### src/design/pitaya_defines.svh
// widths, channel count, register word addresses and reset values
// for the analog data path and its calibration register block

`ifndef PITAYA_DEFINES_SVH
`define PITAYA_DEFINES_SVH

// channels per direction
`define PITAYA_CHN   2

// data path widths
`define SAMPLE_W     14
`define GAIN_W       16
`define ADC_PIN_W    16

// gain is fixed point, 14 fraction bits, unity at 2**14
`define GAIN_FRAC    14
`define GAIN_UNITY   16'h4000

// wishbone word address and data
`define WB_ADR_W     4
`define WB_DAT_W     32

// register map, word addresses
`define REG_LOOP     4'h0
`define REG_ADC_MUL0 4'h1
`define REG_ADC_SUM0 4'h2
`define REG_ADC_MUL1 4'h3
`define REG_ADC_SUM1 4'h4
`define REG_DAC_MUL0 4'h5
`define REG_DAC_SUM0 4'h6
`define REG_DAC_MUL1 4'h7
`define REG_DAC_SUM1 4'h8

`endif

### src/design/pitaya_pkg.sv
// shared vector types of the analog data path
// samples, calibration values, converter words and wishbone fields

`include "pitaya_defines.svh"

package pitaya_pkg;

  //////////////////////////////////////////////////////////////////////
  // data path
  //////////////////////////////////////////////////////////////////////

  // calibrated or raw sample, two's complement
  typedef logic signed [`SAMPLE_W-1:0] sample_t;

  // raw word from the adc pins, data in the upper bits
  typedef logic [`ADC_PIN_W-1:0] adc_pin_t;

  // dac code, inverted offset binary
  typedef logic [`SAMPLE_W-1:0] dac_code_t;

  //////////////////////////////////////////////////////////////////////
  // calibration
  //////////////////////////////////////////////////////////////////////

  // gain, signed fixed point with GAIN_FRAC fraction bits
  typedef logic signed [`GAIN_W-1:0] gain_t;

  // offset, same scale as a sample
  typedef logic signed [`SAMPLE_W-1:0] offset_t;

  //////////////////////////////////////////////////////////////////////
  // wishbone
  //////////////////////////////////////////////////////////////////////

  typedef logic [`WB_ADR_W-1:0] wb_adr_t;
  typedef logic [`WB_DAT_W-1:0] wb_dat_t;

endpackage

### src/design/calib_cfg_if.sv
// calibration settings and loopback flag
// driven by the register block, read by the channel logic

`timescale 1ns/10ps
`include "pitaya_defines.svh"

interface calib_cfg_if;

  // adc side gain and offset, one per channel
  pitaya_pkg::gain_t   [`PITAYA_CHN-1:0] adc_mul;
  pitaya_pkg::offset_t [`PITAYA_CHN-1:0] adc_sum;
  // dac side gain and offset, one per channel
  pitaya_pkg::gain_t   [`PITAYA_CHN-1:0] dac_mul;
  pitaya_pkg::offset_t [`PITAYA_CHN-1:0] dac_sum;
  // dac samples replace adc samples when set
  logic                                  digital_loop;

  // register block side
  modport regs (output adc_mul, adc_sum, dac_mul, dac_sum, digital_loop);

  // channel logic side
  modport chan (input adc_mul, adc_sum, dac_mul, dac_sum, digital_loop);

endinterface

### src/design/calib_regs.sv
// wishbone classic slave for the calibration registers
// loopback flag plus gain and offset per channel and direction

`timescale 1ns/10ps
`include "pitaya_defines.svh"

module calib_regs (
  input  logic                adc_clk,
  input  logic                top_rst,
  // wishbone classic slave
  input  logic                wb_cyc_i,
  input  logic                wb_stb_i,
  input  logic                wb_we_i,
  input  pitaya_pkg::wb_adr_t wb_adr_i,
  input  pitaya_pkg::wb_dat_t wb_dat_i,
  output pitaya_pkg::wb_dat_t wb_dat_o,
  output logic                wb_ack_o,
  // settings to the channel logic
  calib_cfg_if.regs           cfg
);

  // sign extension widths for readback
  localparam int MUL_EXT = `WB_DAT_W - `GAIN_W;
  localparam int SUM_EXT = `WB_DAT_W - `SAMPLE_W;

  logic                                  loop_r;
  pitaya_pkg::gain_t   [`PITAYA_CHN-1:0] adc_mul_r;
  pitaya_pkg::offset_t [`PITAYA_CHN-1:0] adc_sum_r;
  pitaya_pkg::gain_t   [`PITAYA_CHN-1:0] dac_mul_r;
  pitaya_pkg::offset_t [`PITAYA_CHN-1:0] dac_sum_r;
  logic                                  wb_req;
  pitaya_pkg::wb_dat_t                   rd_dat;

  ////////////////////////////////////////////////////////////////////
  // bus handshake
  ////////////////////////////////////////////////////////////////////

  // new request, blocked in the cycle right after an ack
  assign wb_req = wb_cyc_i & wb_stb_i & ~wb_ack_o;

  // single cycle ack
  always_ff @(posedge adc_clk, posedge top_rst) begin
    if (top_rst) begin
      wb_ack_o <= 1'b0;
    end else begin
      wb_ack_o <= wb_req;
    end
  end

  ////////////////////////////////////////////////////////////////////
  // register writes
  ////////////////////////////////////////////////////////////////////

  always_ff @(posedge adc_clk, posedge top_rst) begin
    if (top_rst) begin
      loop_r    <= 1'b0;
      adc_mul_r <= {`PITAYA_CHN{`GAIN_UNITY}};
      adc_sum_r <= '0;
      dac_mul_r <= {`PITAYA_CHN{`GAIN_UNITY}};
      dac_sum_r <= '0;
    end else if (wb_req && wb_we_i) begin
      // low data bits that fit each register, unmapped ignored
      case (wb_adr_i)
        `REG_LOOP:     loop_r       <= wb_dat_i[0];
        `REG_ADC_MUL0: adc_mul_r[0] <= wb_dat_i[`GAIN_W-1:0];
        `REG_ADC_SUM0: adc_sum_r[0] <= wb_dat_i[`SAMPLE_W-1:0];
        `REG_ADC_MUL1: adc_mul_r[1] <= wb_dat_i[`GAIN_W-1:0];
        `REG_ADC_SUM1: adc_sum_r[1] <= wb_dat_i[`SAMPLE_W-1:0];
        `REG_DAC_MUL0: dac_mul_r[0] <= wb_dat_i[`GAIN_W-1:0];
        `REG_DAC_SUM0: dac_sum_r[0] <= wb_dat_i[`SAMPLE_W-1:0];
        `REG_DAC_MUL1: dac_mul_r[1] <= wb_dat_i[`GAIN_W-1:0];
        `REG_DAC_SUM1: dac_sum_r[1] <= wb_dat_i[`SAMPLE_W-1:0];
        default: ;
      endcase
    end
  end

  ////////////////////////////////////////////////////////////////////
  // readback
  ////////////////////////////////////////////////////////////////////

  // gain and offset sign extended, flag zero extended
  always_comb begin
    rd_dat = '0;
    case (wb_adr_i)
      `REG_LOOP:     rd_dat = {{(`WB_DAT_W-1){1'b0}}, loop_r};
      `REG_ADC_MUL0: rd_dat = {{MUL_EXT{adc_mul_r[0][`GAIN_W-1]}}, adc_mul_r[0]};
      `REG_ADC_SUM0: rd_dat = {{SUM_EXT{adc_sum_r[0][`SAMPLE_W-1]}}, adc_sum_r[0]};
      `REG_ADC_MUL1: rd_dat = {{MUL_EXT{adc_mul_r[1][`GAIN_W-1]}}, adc_mul_r[1]};
      `REG_ADC_SUM1: rd_dat = {{SUM_EXT{adc_sum_r[1][`SAMPLE_W-1]}}, adc_sum_r[1]};
      `REG_DAC_MUL0: rd_dat = {{MUL_EXT{dac_mul_r[0][`GAIN_W-1]}}, dac_mul_r[0]};
      `REG_DAC_SUM0: rd_dat = {{SUM_EXT{dac_sum_r[0][`SAMPLE_W-1]}}, dac_sum_r[0]};
      `REG_DAC_MUL1: rd_dat = {{MUL_EXT{dac_mul_r[1][`GAIN_W-1]}}, dac_mul_r[1]};
      `REG_DAC_SUM1: rd_dat = {{SUM_EXT{dac_sum_r[1][`SAMPLE_W-1]}}, dac_sum_r[1]};
      default:       rd_dat = '0;
    endcase
  end

  // data presented together with ack
  always_ff @(posedge adc_clk) begin
    if (wb_req) begin
      wb_dat_o <= rd_dat;
    end
  end

  // settings out
  assign cfg.digital_loop = loop_r;
  assign cfg.adc_mul      = adc_mul_r;
  assign cfg.adc_sum      = adc_sum_r;
  assign cfg.dac_mul      = dac_mul_r;
  assign cfg.dac_sum      = dac_sum_r;

endmodule

### src/design/gain_offset.sv
// calibration stage, two pipeline registers
// multiply by gain, shift by fraction bits, add offset, saturate

`timescale 1ns/10ps
`include "pitaya_defines.svh"

module gain_offset (
  input  logic                adc_clk,
  input  logic                top_rst,
  // input stream
  input  pitaya_pkg::sample_t smp_i,
  input  logic                vld_i,
  // calibration
  input  pitaya_pkg::gain_t   mul_i,
  input  pitaya_pkg::offset_t sum_i,
  // output stream
  output pitaya_pkg::sample_t smp_o,
  output logic                vld_o
);

  // full product, shifted product, sum with one guard bit
  localparam int PRD_W = `SAMPLE_W + `GAIN_W;
  localparam int SHF_W = PRD_W - `GAIN_FRAC;
  localparam int ADD_W = SHF_W + 1;
  // output range
  localparam logic signed [ADD_W-1:0] SAT_MAX = ADD_W'(2**(`SAMPLE_W-1) - 1);
  localparam logic signed [ADD_W-1:0] SAT_MIN = -ADD_W'(2**(`SAMPLE_W-1));

  logic signed [PRD_W-1:0] prd_r;
  logic                    vld_r;
  logic signed [SHF_W-1:0] prd_shf;
  logic signed [ADD_W-1:0] add_full;
  pitaya_pkg::sample_t     sat_smp;

  // stage one, full width product
  always_ff @(posedge adc_clk) begin
    prd_r <= smp_i * mul_i;
  end

  // dropping the fraction bits is an arithmetic shift, rounds down
  assign prd_shf  = prd_r[PRD_W-1:`GAIN_FRAC];
  assign add_full = prd_shf + sum_i;

  // clamp to the sample range
  always_comb begin
    if (add_full > SAT_MAX) begin
      sat_smp = SAT_MAX[`SAMPLE_W-1:0];
    end else if (add_full < SAT_MIN) begin
      sat_smp = SAT_MIN[`SAMPLE_W-1:0];
    end else begin
      sat_smp = add_full[`SAMPLE_W-1:0];
    end
  end

  // stage two, result register
  always_ff @(posedge adc_clk) begin
    smp_o <= sat_smp;
  end

  // valid travels with the data
  always_ff @(posedge adc_clk, posedge top_rst) begin
    if (top_rst) begin
      vld_r <= 1'b0;
      vld_o <= 1'b0;
    end else begin
      vld_r <= vld_i;
      vld_o <= vld_r;
    end
  end

endmodule

### src/design/adc_frontend.sv
// adc input side for all channels
// pin capture, signed conversion, digital loopback mux and calibration

`timescale 1ns/10ps
`include "pitaya_defines.svh"

module adc_frontend (
  input  logic                                  adc_clk,
  input  logic                                  top_rst,
  // adc pins
  input  pitaya_pkg::adc_pin_t [`PITAYA_CHN-1:0] adc_dat_i,
  // calibrated dac samples for loopback
  input  pitaya_pkg::sample_t  [`PITAYA_CHN-1:0] loop_smp_i,
  input  logic                                  loop_vld_i,
  // settings
  calib_cfg_if.chan                             cfg,
  // calibrated adc stream
  output pitaya_pkg::sample_t  [`PITAYA_CHN-1:0] smp_o,
  output logic                                  vld_o
);

  pitaya_pkg::sample_t [`PITAYA_CHN-1:0] raw_smp;
  logic                                  raw_vld;
  pitaya_pkg::sample_t [`PITAYA_CHN-1:0] mux_smp;
  logic                                  mux_vld;
  logic                [`PITAYA_CHN-1:0] cal_vld;

  // pins deliver a sample every cycle once out of reset
  always_ff @(posedge adc_clk, posedge top_rst) begin
    if (top_rst) begin
      raw_vld <= 1'b0;
    end else begin
      raw_vld <= 1'b1;
    end
  end

  // loopback valid follows the generator
  assign mux_vld = cfg.digital_loop ? loop_vld_i : raw_vld;

  //////////////////////////////////////////////////////////////////////
  // per channel data path
  //////////////////////////////////////////////////////////////////////

  for (genvar i = 0; i < `PITAYA_CHN; i++) begin : g_chn

    // upper 14 pin bits, msb kept and the rest inverted
    // lowest 2 pin bits unused
    always_ff @(posedge adc_clk) begin
      raw_smp[i] <= {adc_dat_i[i][`ADC_PIN_W-1],
                     ~adc_dat_i[i][`ADC_PIN_W-2:`ADC_PIN_W-`SAMPLE_W]};
    end

    // digital loopback mux
    assign mux_smp[i] = cfg.digital_loop ? loop_smp_i[i] : raw_smp[i];

    gain_offset u_cal (
      .adc_clk (adc_clk),
      .top_rst (top_rst),
      .smp_i   (mux_smp[i]),
      .vld_i   (mux_vld),
      .mul_i   (cfg.adc_mul[i]),
      .sum_i   (cfg.adc_sum[i]),
      .smp_o   (smp_o[i]),
      .vld_o   (cal_vld[i])
    );

  end

  // channels run in lock step
  assign vld_o = &cal_vld;

endmodule

### src/design/dac_backend.sv
// dac output side for all channels
// generator calibration, loopback tap, dac code conversion and output registers

`timescale 1ns/10ps
`include "pitaya_defines.svh"

module dac_backend (
  input  logic                                   adc_clk,
  input  logic                                   top_rst,
  // generator stream
  input  pitaya_pkg::sample_t   [`PITAYA_CHN-1:0] gen_dat_i,
  input  logic                                   gen_vld_i,
  // settings
  calib_cfg_if.chan                              cfg,
  // dac outputs
  output pitaya_pkg::dac_code_t [`PITAYA_CHN-1:0] dac_dat_o,
  output logic                                   dac_vld_o,
  // calibrated samples toward the adc side
  output pitaya_pkg::sample_t   [`PITAYA_CHN-1:0] loop_smp_o,
  output logic                                   loop_vld_o
);

  logic [`PITAYA_CHN-1:0] cal_vld;

  //////////////////////////////////////////////////////////////////////
  // per channel data path
  //////////////////////////////////////////////////////////////////////

  for (genvar i = 0; i < `PITAYA_CHN; i++) begin : g_chn

    gain_offset u_cal (
      .adc_clk (adc_clk),
      .top_rst (top_rst),
      .smp_i   (gen_dat_i[i]),
      .vld_i   (gen_vld_i),
      .mul_i   (cfg.dac_mul[i]),
      .sum_i   (cfg.dac_sum[i]),
      .smp_o   (loop_smp_o[i]),
      .vld_o   (cal_vld[i])
    );

    // signed to offset binary, inverted for the negative slope
    // msb kept, the rest inverted
    always_ff @(posedge adc_clk) begin
      dac_dat_o[i] <= {loop_smp_o[i][`SAMPLE_W-1], ~loop_smp_o[i][`SAMPLE_W-2:0]};
    end

  end

  // channels run in lock step
  assign loop_vld_o = &cal_vld;

  // output valid, one cycle behind the calibrated sample
  always_ff @(posedge adc_clk, posedge top_rst) begin
    if (top_rst) begin
      dac_vld_o <= 1'b0;
    end else begin
      dac_vld_o <= loop_vld_o;
    end
  end

endmodule

### src/design/pitaya_top.sv
// top level of the analog data path
// register block, adc input side and dac output side on plain ports

`timescale 1ns/10ps
`include "pitaya_defines.svh"

module pitaya_top (
  input  logic                                   adc_clk,
  input  logic                                   top_rst,
  // adc pins
  input  pitaya_pkg::adc_pin_t  [`PITAYA_CHN-1:0] adc_dat_i,
  // generator stream
  input  pitaya_pkg::sample_t   [`PITAYA_CHN-1:0] gen_dat_i,
  input  logic                                   gen_vld_i,
  // calibrated adc stream
  output pitaya_pkg::sample_t   [`PITAYA_CHN-1:0] adc_smp_o,
  output logic                                   adc_vld_o,
  // dac outputs, one port per channel
  output pitaya_pkg::dac_code_t [`PITAYA_CHN-1:0] dac_dat_o,
  output logic                                   dac_vld_o,
  // wishbone classic slave
  input  logic                                   wb_cyc_i,
  input  logic                                   wb_stb_i,
  input  logic                                   wb_we_i,
  input  pitaya_pkg::wb_adr_t                    wb_adr_i,
  input  pitaya_pkg::wb_dat_t                    wb_dat_i,
  output pitaya_pkg::wb_dat_t                    wb_dat_o,
  output logic                                   wb_ack_o
);

  // calibrated dac samples looped toward the adc side
  pitaya_pkg::sample_t [`PITAYA_CHN-1:0] loop_smp;
  logic                                  loop_vld;

  calib_cfg_if cfg ();

  //////////////////////////////////////////////////////////////////////
  // registers
  //////////////////////////////////////////////////////////////////////

  calib_regs u_regs (
    .adc_clk  (adc_clk),
    .top_rst  (top_rst),
    .wb_cyc_i (wb_cyc_i),
    .wb_stb_i (wb_stb_i),
    .wb_we_i  (wb_we_i),
    .wb_adr_i (wb_adr_i),
    .wb_dat_i (wb_dat_i),
    .wb_dat_o (wb_dat_o),
    .wb_ack_o (wb_ack_o),
    .cfg      (cfg.regs)
  );

  //////////////////////////////////////////////////////////////////////
  // data path
  //////////////////////////////////////////////////////////////////////

  adc_frontend u_adc (
    .adc_clk    (adc_clk),
    .top_rst    (top_rst),
    .adc_dat_i  (adc_dat_i),
    .loop_smp_i (loop_smp),
    .loop_vld_i (loop_vld),
    .cfg        (cfg.chan),
    .smp_o      (adc_smp_o),
    .vld_o      (adc_vld_o)
  );

  dac_backend u_dac (
    .adc_clk    (adc_clk),
    .top_rst    (top_rst),
    .gen_dat_i  (gen_dat_i),
    .gen_vld_i  (gen_vld_i),
    .cfg        (cfg.chan),
    .dac_dat_o  (dac_dat_o),
    .dac_vld_o  (dac_vld_o),
    .loop_smp_o (loop_smp),
    .loop_vld_o (loop_vld)
  );

endmodule

### config.mk
export PLATFORM = sky130hd
export DESIGN_NAME = pitaya_top
export DESIGN_NICKNAME = d
export VERILOG_FILES = /design/src/design/pitaya_pkg.sv /design/src/design/calib_cfg_if.sv /design/src/design/calib_regs.sv /design/src/design/gain_offset.sv /design/src/design/adc_frontend.sv /design/src/design/dac_backend.sv /design/src/design/pitaya_top.sv
export VERILOG_INCLUDE_DIRS = /design/src /design/src/design
export SDC_FILE = /design/constraint.sdc
export NUM_CORES = 2
export LEC_CHECK = 0
export ABC_AREA = 1
export BUFFER_PORTS_ARGS = -buffer_cell sky130_fd_sc_hd__buf_2
export CORE_MARGIN = 10
export CORE_UTILIZATION = 55
export DETAILED_ROUTE_END_ITERATION = 7
export PLACE_DENSITY = 0.7
export SLEW_MARGIN = 20
export SYNTH_ARGS = -nofsm -noshare
export SYNTH_HDL_FRONTEND = slang
export SYNTH_SLANG_ARGS = --single-unit
### constraint.sdc
create_clock -name adc_clk -period 16.27 [get_ports adc_clk]
set_clock_uncertainty 0.05 [all_clocks]
set_input_delay 4.0675 -clock adc_clk [delete_from_list [all_inputs] [get_ports adc_clk]]
set_output_delay 4.0675 -clock adc_clk [all_outputs]
set_load 0.01 [all_outputs]
Word-level counts from Yosys, hierarchy flattened
Cells that the tools add are included.

Output and inout bits: 91. Bits in writable memories: 0. Latch bits: 0. Input bits: 102. Register bits after elaboration: 392. ROM bits: 0. Logic and storage cells: 79. Memories: 0.

Div/mod/pow operators: 0. Bitwise operators: 7. $lt $le $gt $ge: 8. Equality and inequality tests: 8. Muxes and demuxes: 8. Reductions and logical operators: 11. Shift-type cells: 0. $mul: 4. Add/sub/neg operators: 4.

Operators with widths (number): case mux 32 bit (9 select lines) (1); multiplier 14 x 16 -> 30 bit (4); 2-to-1 mux 14 bit (6); adder 16 x 14 -> 17 bit (4); > comparator 17 x 14 -> 1 bit (second input constant) (4); less-than comparator 17 x 14 -> 1 bit (second input constant) (4); inverter 13 bit (4); AND reduction 2 bit (9); == test 4 x 3 -> 1 bit (second input constant) (4); == test 4 x 2 -> 1 bit (second input constant) (2); == test 4 x 1 -> 1 bit (second input constant) (1); == test 4 bit (second input constant) (1); zero test 4 bit (1); AND 1 bit (2); logical AND 1 bit (1); 2-to-1 mux 1 bit (1); inverter 1 bit (1).

Logic depth before layout (Yosys ltp)
Depth after elaboration: 4. Mapped depth: 31. Depth with buffers taken out: 29.

Modules after synthesis
From an unflattened synthesis, not the netlist that was laid out.

Cell total of the unflattened synthesis: 6448. Area, all modules: 49681.4 µm².

By module, submodules not included: gain_offset (u_adc.g_chn[1].u_cal ...) (cells each 1375, sequential area each 650.6 µm², area an instance 10382.5 µm², times used 2); gain_offset (u_adc.g_chn[0].u_cal) (cells each 1394, sequential area each 650.6 µm², area an instance 10478.8 µm², times used 1); gain_offset (u_dac.g_chn[1].u_cal) (cells each 1378, sequential area each 650.6 µm², area an instance 10410.0 µm², times used 1); calib_regs (cells each 715, sequential area each 3538.4 µm², area an instance 6257.3 µm², times used 1); adc_frontend (cells each 153, sequential area each 585.6 µm², area an instance 1076.0 µm², times used 1); dac_backend (cells each 58, sequential area each 585.6 µm², area an instance 694.4 µm², times used 1).

Least setup slack after synthesis
Ideal clock, no wire load.

Kind: in2reg. From: in gen_dat_i[2] in the netlist's numbering. To: reg u_dac.g_chn[0].u_cal.prd_r[29]. Buffers on the path: 2. Setup time: 0.112 ns. Setup slack: 6.836 ns. Data arrival time: 9.272 ns. Required time: 16.108 ns. Cell stages on the path: 24. Cell sequence: clkbuf_1 > clkbuf_1 > nand2_1 > fa_1 > inv_1 > fa_1 > inv_1 > fa_1 > inv_1 > fa_1 > fa_1 > inv_1 > fa_1 > inv_1 > ha_1 > nand2_1 > nor2_1 > inv_1 > nor2_1 > nand3_1 > nand3_1 > a21boi_0 > nand2_1 > nand2_1.

Word-level cells in the longest chain between the ends: 1.

Ends and longest elaborated chain: start: declaration (line pitaya_top.sv:13) `` input pitaya_pkg::sample_t [`PITAYA_CHN-1:0] gen_dat_i, ``; multiplier 14 x 16 -> 30 bit (line gain_offset.sv:37) `prd_r <= smp_i * mul_i;`; end signal: assignment (line gain_offset.sv:37); end: declaration (line gain_offset.sv:29) `logic signed [PRD_W-1:0] prd_r;`.

Every way passes these cells. A chain may end at the register's enable or synchronous reset.

Final worst setup path
From: in gen_dat_i[16] in the netlist's numbering. To: reg u_dac.g_chn[1].u_cal.prd_r[27].

Word-level cells in the longest chain between the ends: 1.

Ends and longest elaborated chain (line): multiplier 14 x 16 -> 30 bit (gain_offset.sv:37); end signal: assignment (gain_offset.sv:37); end: declaration (gain_offset.sv:29).

Every way passes these cells.

==> summary.md <==
| Metric | Value |
|---|---|
| Status | `complete, no violations` |
| Total congestion overflow | `0` |
| Chip width | `317 microns` |
| Remaining antenna violation count | `0` |
| Final setup viols | `0` |
| CTS tree | `done` |
| Hold_sp | `u_dac.g_chn[0].u_cal.vld_r` |
| Die Height | `317 microns` |
| Post-Syn Instances | `6145` |
| Vias per std cell | `5.25` |
| CP Capture Type | `flop` |
| #FFs+latches synth | `320` |
| Commonest non-fill, non-tap cells in the layout | `inv_1 (1535), nand2_1 (1504), fa_1 (876)` |
| Measured slew at the worst slew-check pin | `1070 ps` |
| Fillers | `8010` |
| Worst Hold Class | `reg -> reg` |
| Clock Latency Late Sink | `570 ps` |
| RePlAce Congestion | `0.932` |
| Finished Layout Cells | `approximately 7.4k` |
| Root buf cell | `clkbuf_16` |
| Netlist cell types | `55` |
| Worst Path Arrival | `9730 ps` |
| Relative slew slack | `28.0%` |
| First-pass GRT wire length | `around 210000 microns` |
| WL/cell | `17.9 microns` |
| Fraction of registers with async set/reset | `about 40%` |
| Slowest CP cell | `fa_1` |
| DRC | `0` |
| Pin count of the biggest net entering global routing | `77` |
| Clock buffer depth | `3` |
| Crit Path Class | `in -> reg` |
| Sum Neg Setup Slack | `0 ps` |
| Dominant synthesized flop cell | `dfxtp_1` |
| Worst Path Required | `16670 ps` |
| Register Area | `0.00721 sq mm` |
| Worst Path Buf+Inv | `6` |
| Total Routing Usage GR | `26.8%` |
| DR vias | `38.6k` |
| Ports | `between 150 and 200` |
| Syn_nets | `between 7k and 8k` |
| Max Slew Vio Count | `0` |
| # placed instances | `about 7.3k` |
| Crit-path max FO | `16` |
| Fmax | `107 MHz` |
| Layout cells sized above 1 | `between 5 and 6%` |
| Clock-pin slew on the worst setup and hold paths | `60 ps` |
| Row Count | `108` |
| Syn Area/Cell | `approximately 7.9 sq um` |
| Final hold vios | `0` |
| Num CTS Buffers | `36` |
| H-Tree Level Count | `2` |
| Ys Warns | `0` |
| Worst Setup SP | `gen_dat_i[16]` |
| Starting density of the core | `55.6%` |
| Initial DRC Count | `between 2k and 3k` |
| Maximum vdd drop | `0.157 mV` |
| Most used cell, CP | `fa_1` |
| Tmin final | `between 9000 and 10000 ps` |
| Worst path depth | `21` |
| CP startpoint kind | `input port` |
| # port buffers | `between 150 and 200` |
| CTS resizes | `0` |
| CP delay by family, top | `adder cells` |
| Drt first pass iters | `6` |
| Max Cap Viol | `0` |
| Netlist area before placement | `0.0485 sq mm` |
| Nets | `7489` |
| RR Startpoint | `u_regs.cfg.digital_loop` |
| Initial antenna violation count | `6` |
| Setup Buffers After CTS | `0` |
| Leakage power | `0.0286 uW` |
| Total die area | `roughly 0.1 sq mm` |
| Hold buffer count at CTS | `0` |
| CP Cell Sequence | `buf_2 -> nand2_1 -> fa_1 -> inv_1 -> fa_1 -> inv_1 -> fa_1 -> inv_1 -> fa_1 -> fa_1 -> inv_1 -> fa_1 -> inv_1 -> ha_1 -> nand2_1 -> nor2_1 -> nand2_1 -> nor3_1 -> o21ai_0 -> nand3_1 -> nand2_1` |
| Number of flops mapped to enable cells by yosys | `16` |
| Worst R2R Path Depth | `21` |
| Layout area overhead | `5.74%` |
| Seq/Total Area, Yosys | `14.9%` |
| DPL Wire Length | `110000 microns` |
| RSZ-0062 raised after global routing | `no` |
| PD cells | `roughly 220 mW/mm^2` |
| Most common cell after layout, fill and taps aside | `inv_1` |
| Core ar. | `0.0872 sq mm` |
| Hold path depth | `0` |
| Area of the multi-input gates | `0.0345 sq mm` |
| Vias in the first global route | `39.8k` |
| Wirelength, routed | `~130000 microns` |
| Clock Sinks | `between 300 and 400` |
| Biggest cell delay along the critical path | `870 ps` |
| Crit share post-route | `57.4%` |
[power by group]
part | switching, uW | internal (uW)
clock | 368 | 434
combinational | 5850 | 3310
sequential | 192 | 1120
[per-layer routing]
layer,vias to the layer above,track usage (%),part of all wire [%]
met1,18900,35.3,41
met4,4,7.97,3.2
met3,249,6.21,9.3
met2,1439,43.7,46
met5,-,0,0.017
li1,18000,-,-
[worst register-to-register path, stage by stage, from the launching register on]
cell and delay (ps):
dfrtp_2 590, buf_4 340, o21ai_2 790, inv_1 320, nand2_1 160, fa_1 460
fa_1 830, inv_1 200, fa_1 490, fa_1 510, fa_1 530, inv_1 60
fa_1 530, inv_1 50, ha_1 360, a21oi_1 220, inv_1 60, a31oi_1 240
o21ai_0 140, a21oi_1 130, nand2_1 80, xor2_1 230
[final cells by class]
type | count | share of cell area, %
well taps | 1155 | 2.82
diodes | 5 | 0.0244
repair buffers | 205 | 2.16
flip-flops and latches | 320 | 14.1
inverters | 1557 | 11.4
clock buffers | 43 | 1.89
clock inverters | 21 | 0.317
multi-input cells | 4055 | 67.3
[Yosys cell counts (24+ instances only)]
library cell  number  area (sq um)
a21oi_1          171           856
clkbuf_1         153           574
dfrtp_1          124          3100
dfxtp_1          176          3520
fa_1             876         17500
ha_1             336          4200
inv_1           1536          5770
nand2_1         1504          5650
nand3_1          126           631
nor2_1           470          1760
nor3_1            24           120
o21ai_0          219          1100
xnor2_1           52           455
xor2_1            67           587
[final timing paths]
kind | endpoint | slack [ps]
min in group asynchronous | u_regs.cfg.adc_sum[18] | 3570
hold reg to reg | u_dac.g_chn[0].u_cal.vld_o | 300
hold / removal | u_dac.g_chn[0].u_cal.vld_o | 300
setup reg to reg | u_adc.g_chn[0].u_cal.prd_r[22] | 8790
setup / recovery | u_dac.g_chn[1].u_cal.prd_r[27] | 6940
max in group asynchronous | u_regs.cfg.dac_mul[27] | 11400
[flip-flops by register name, indices dropped and copies added (netlist names), 28 cells and up]
register	cells
u_regs.cfg.dac_mul	32
u_adc.raw_smp	28
u_regs.cfg.dac_sum	28
u_regs.cfg.adc_mul	32
u_adc.g_chn.u_cal.smp_o	28
u_dac.g_chn.u_cal.prd_r	32
u_dac.dac_dat_o	28
u_regs.cfg.adc_sum	28
u_dac.g_chn.u_cal.smp_o	28
u_adc.g_chn.u_cal.prd_r	32
[per-stage QoR]
stage	cell area [sq um]	total power [uW]	setup WS, ps	utilization [%]	hold slack (ps)
floorplan	48500	7980	6840	-	274
global placement	50100	10300	6430	57.5	276
detailed placement	50100	10500	6390	57.5	281
CTS	51200	11300	6970	58.8	300
global route	51200	12700	6560	58.8	316
finish	51200	11300	6940	58.8	299
[logic make-up (layout without fill, tap and decap cells)]
group,count (synthesis),count (layout),synth area share [%]
DFF,320,320,14.9
buffers and inverters,1770,1826,14.0
xor gates and xnor gates,119,119,2.15
AOI/OAI and AO/OA,518,518,6.08
adders and majority gates,1212,1212,44.9
and+or+nand+nor,2205,2205,18.0
other,1,6,0.00774
Note: power is estimated with default switching activity, not from simulation.
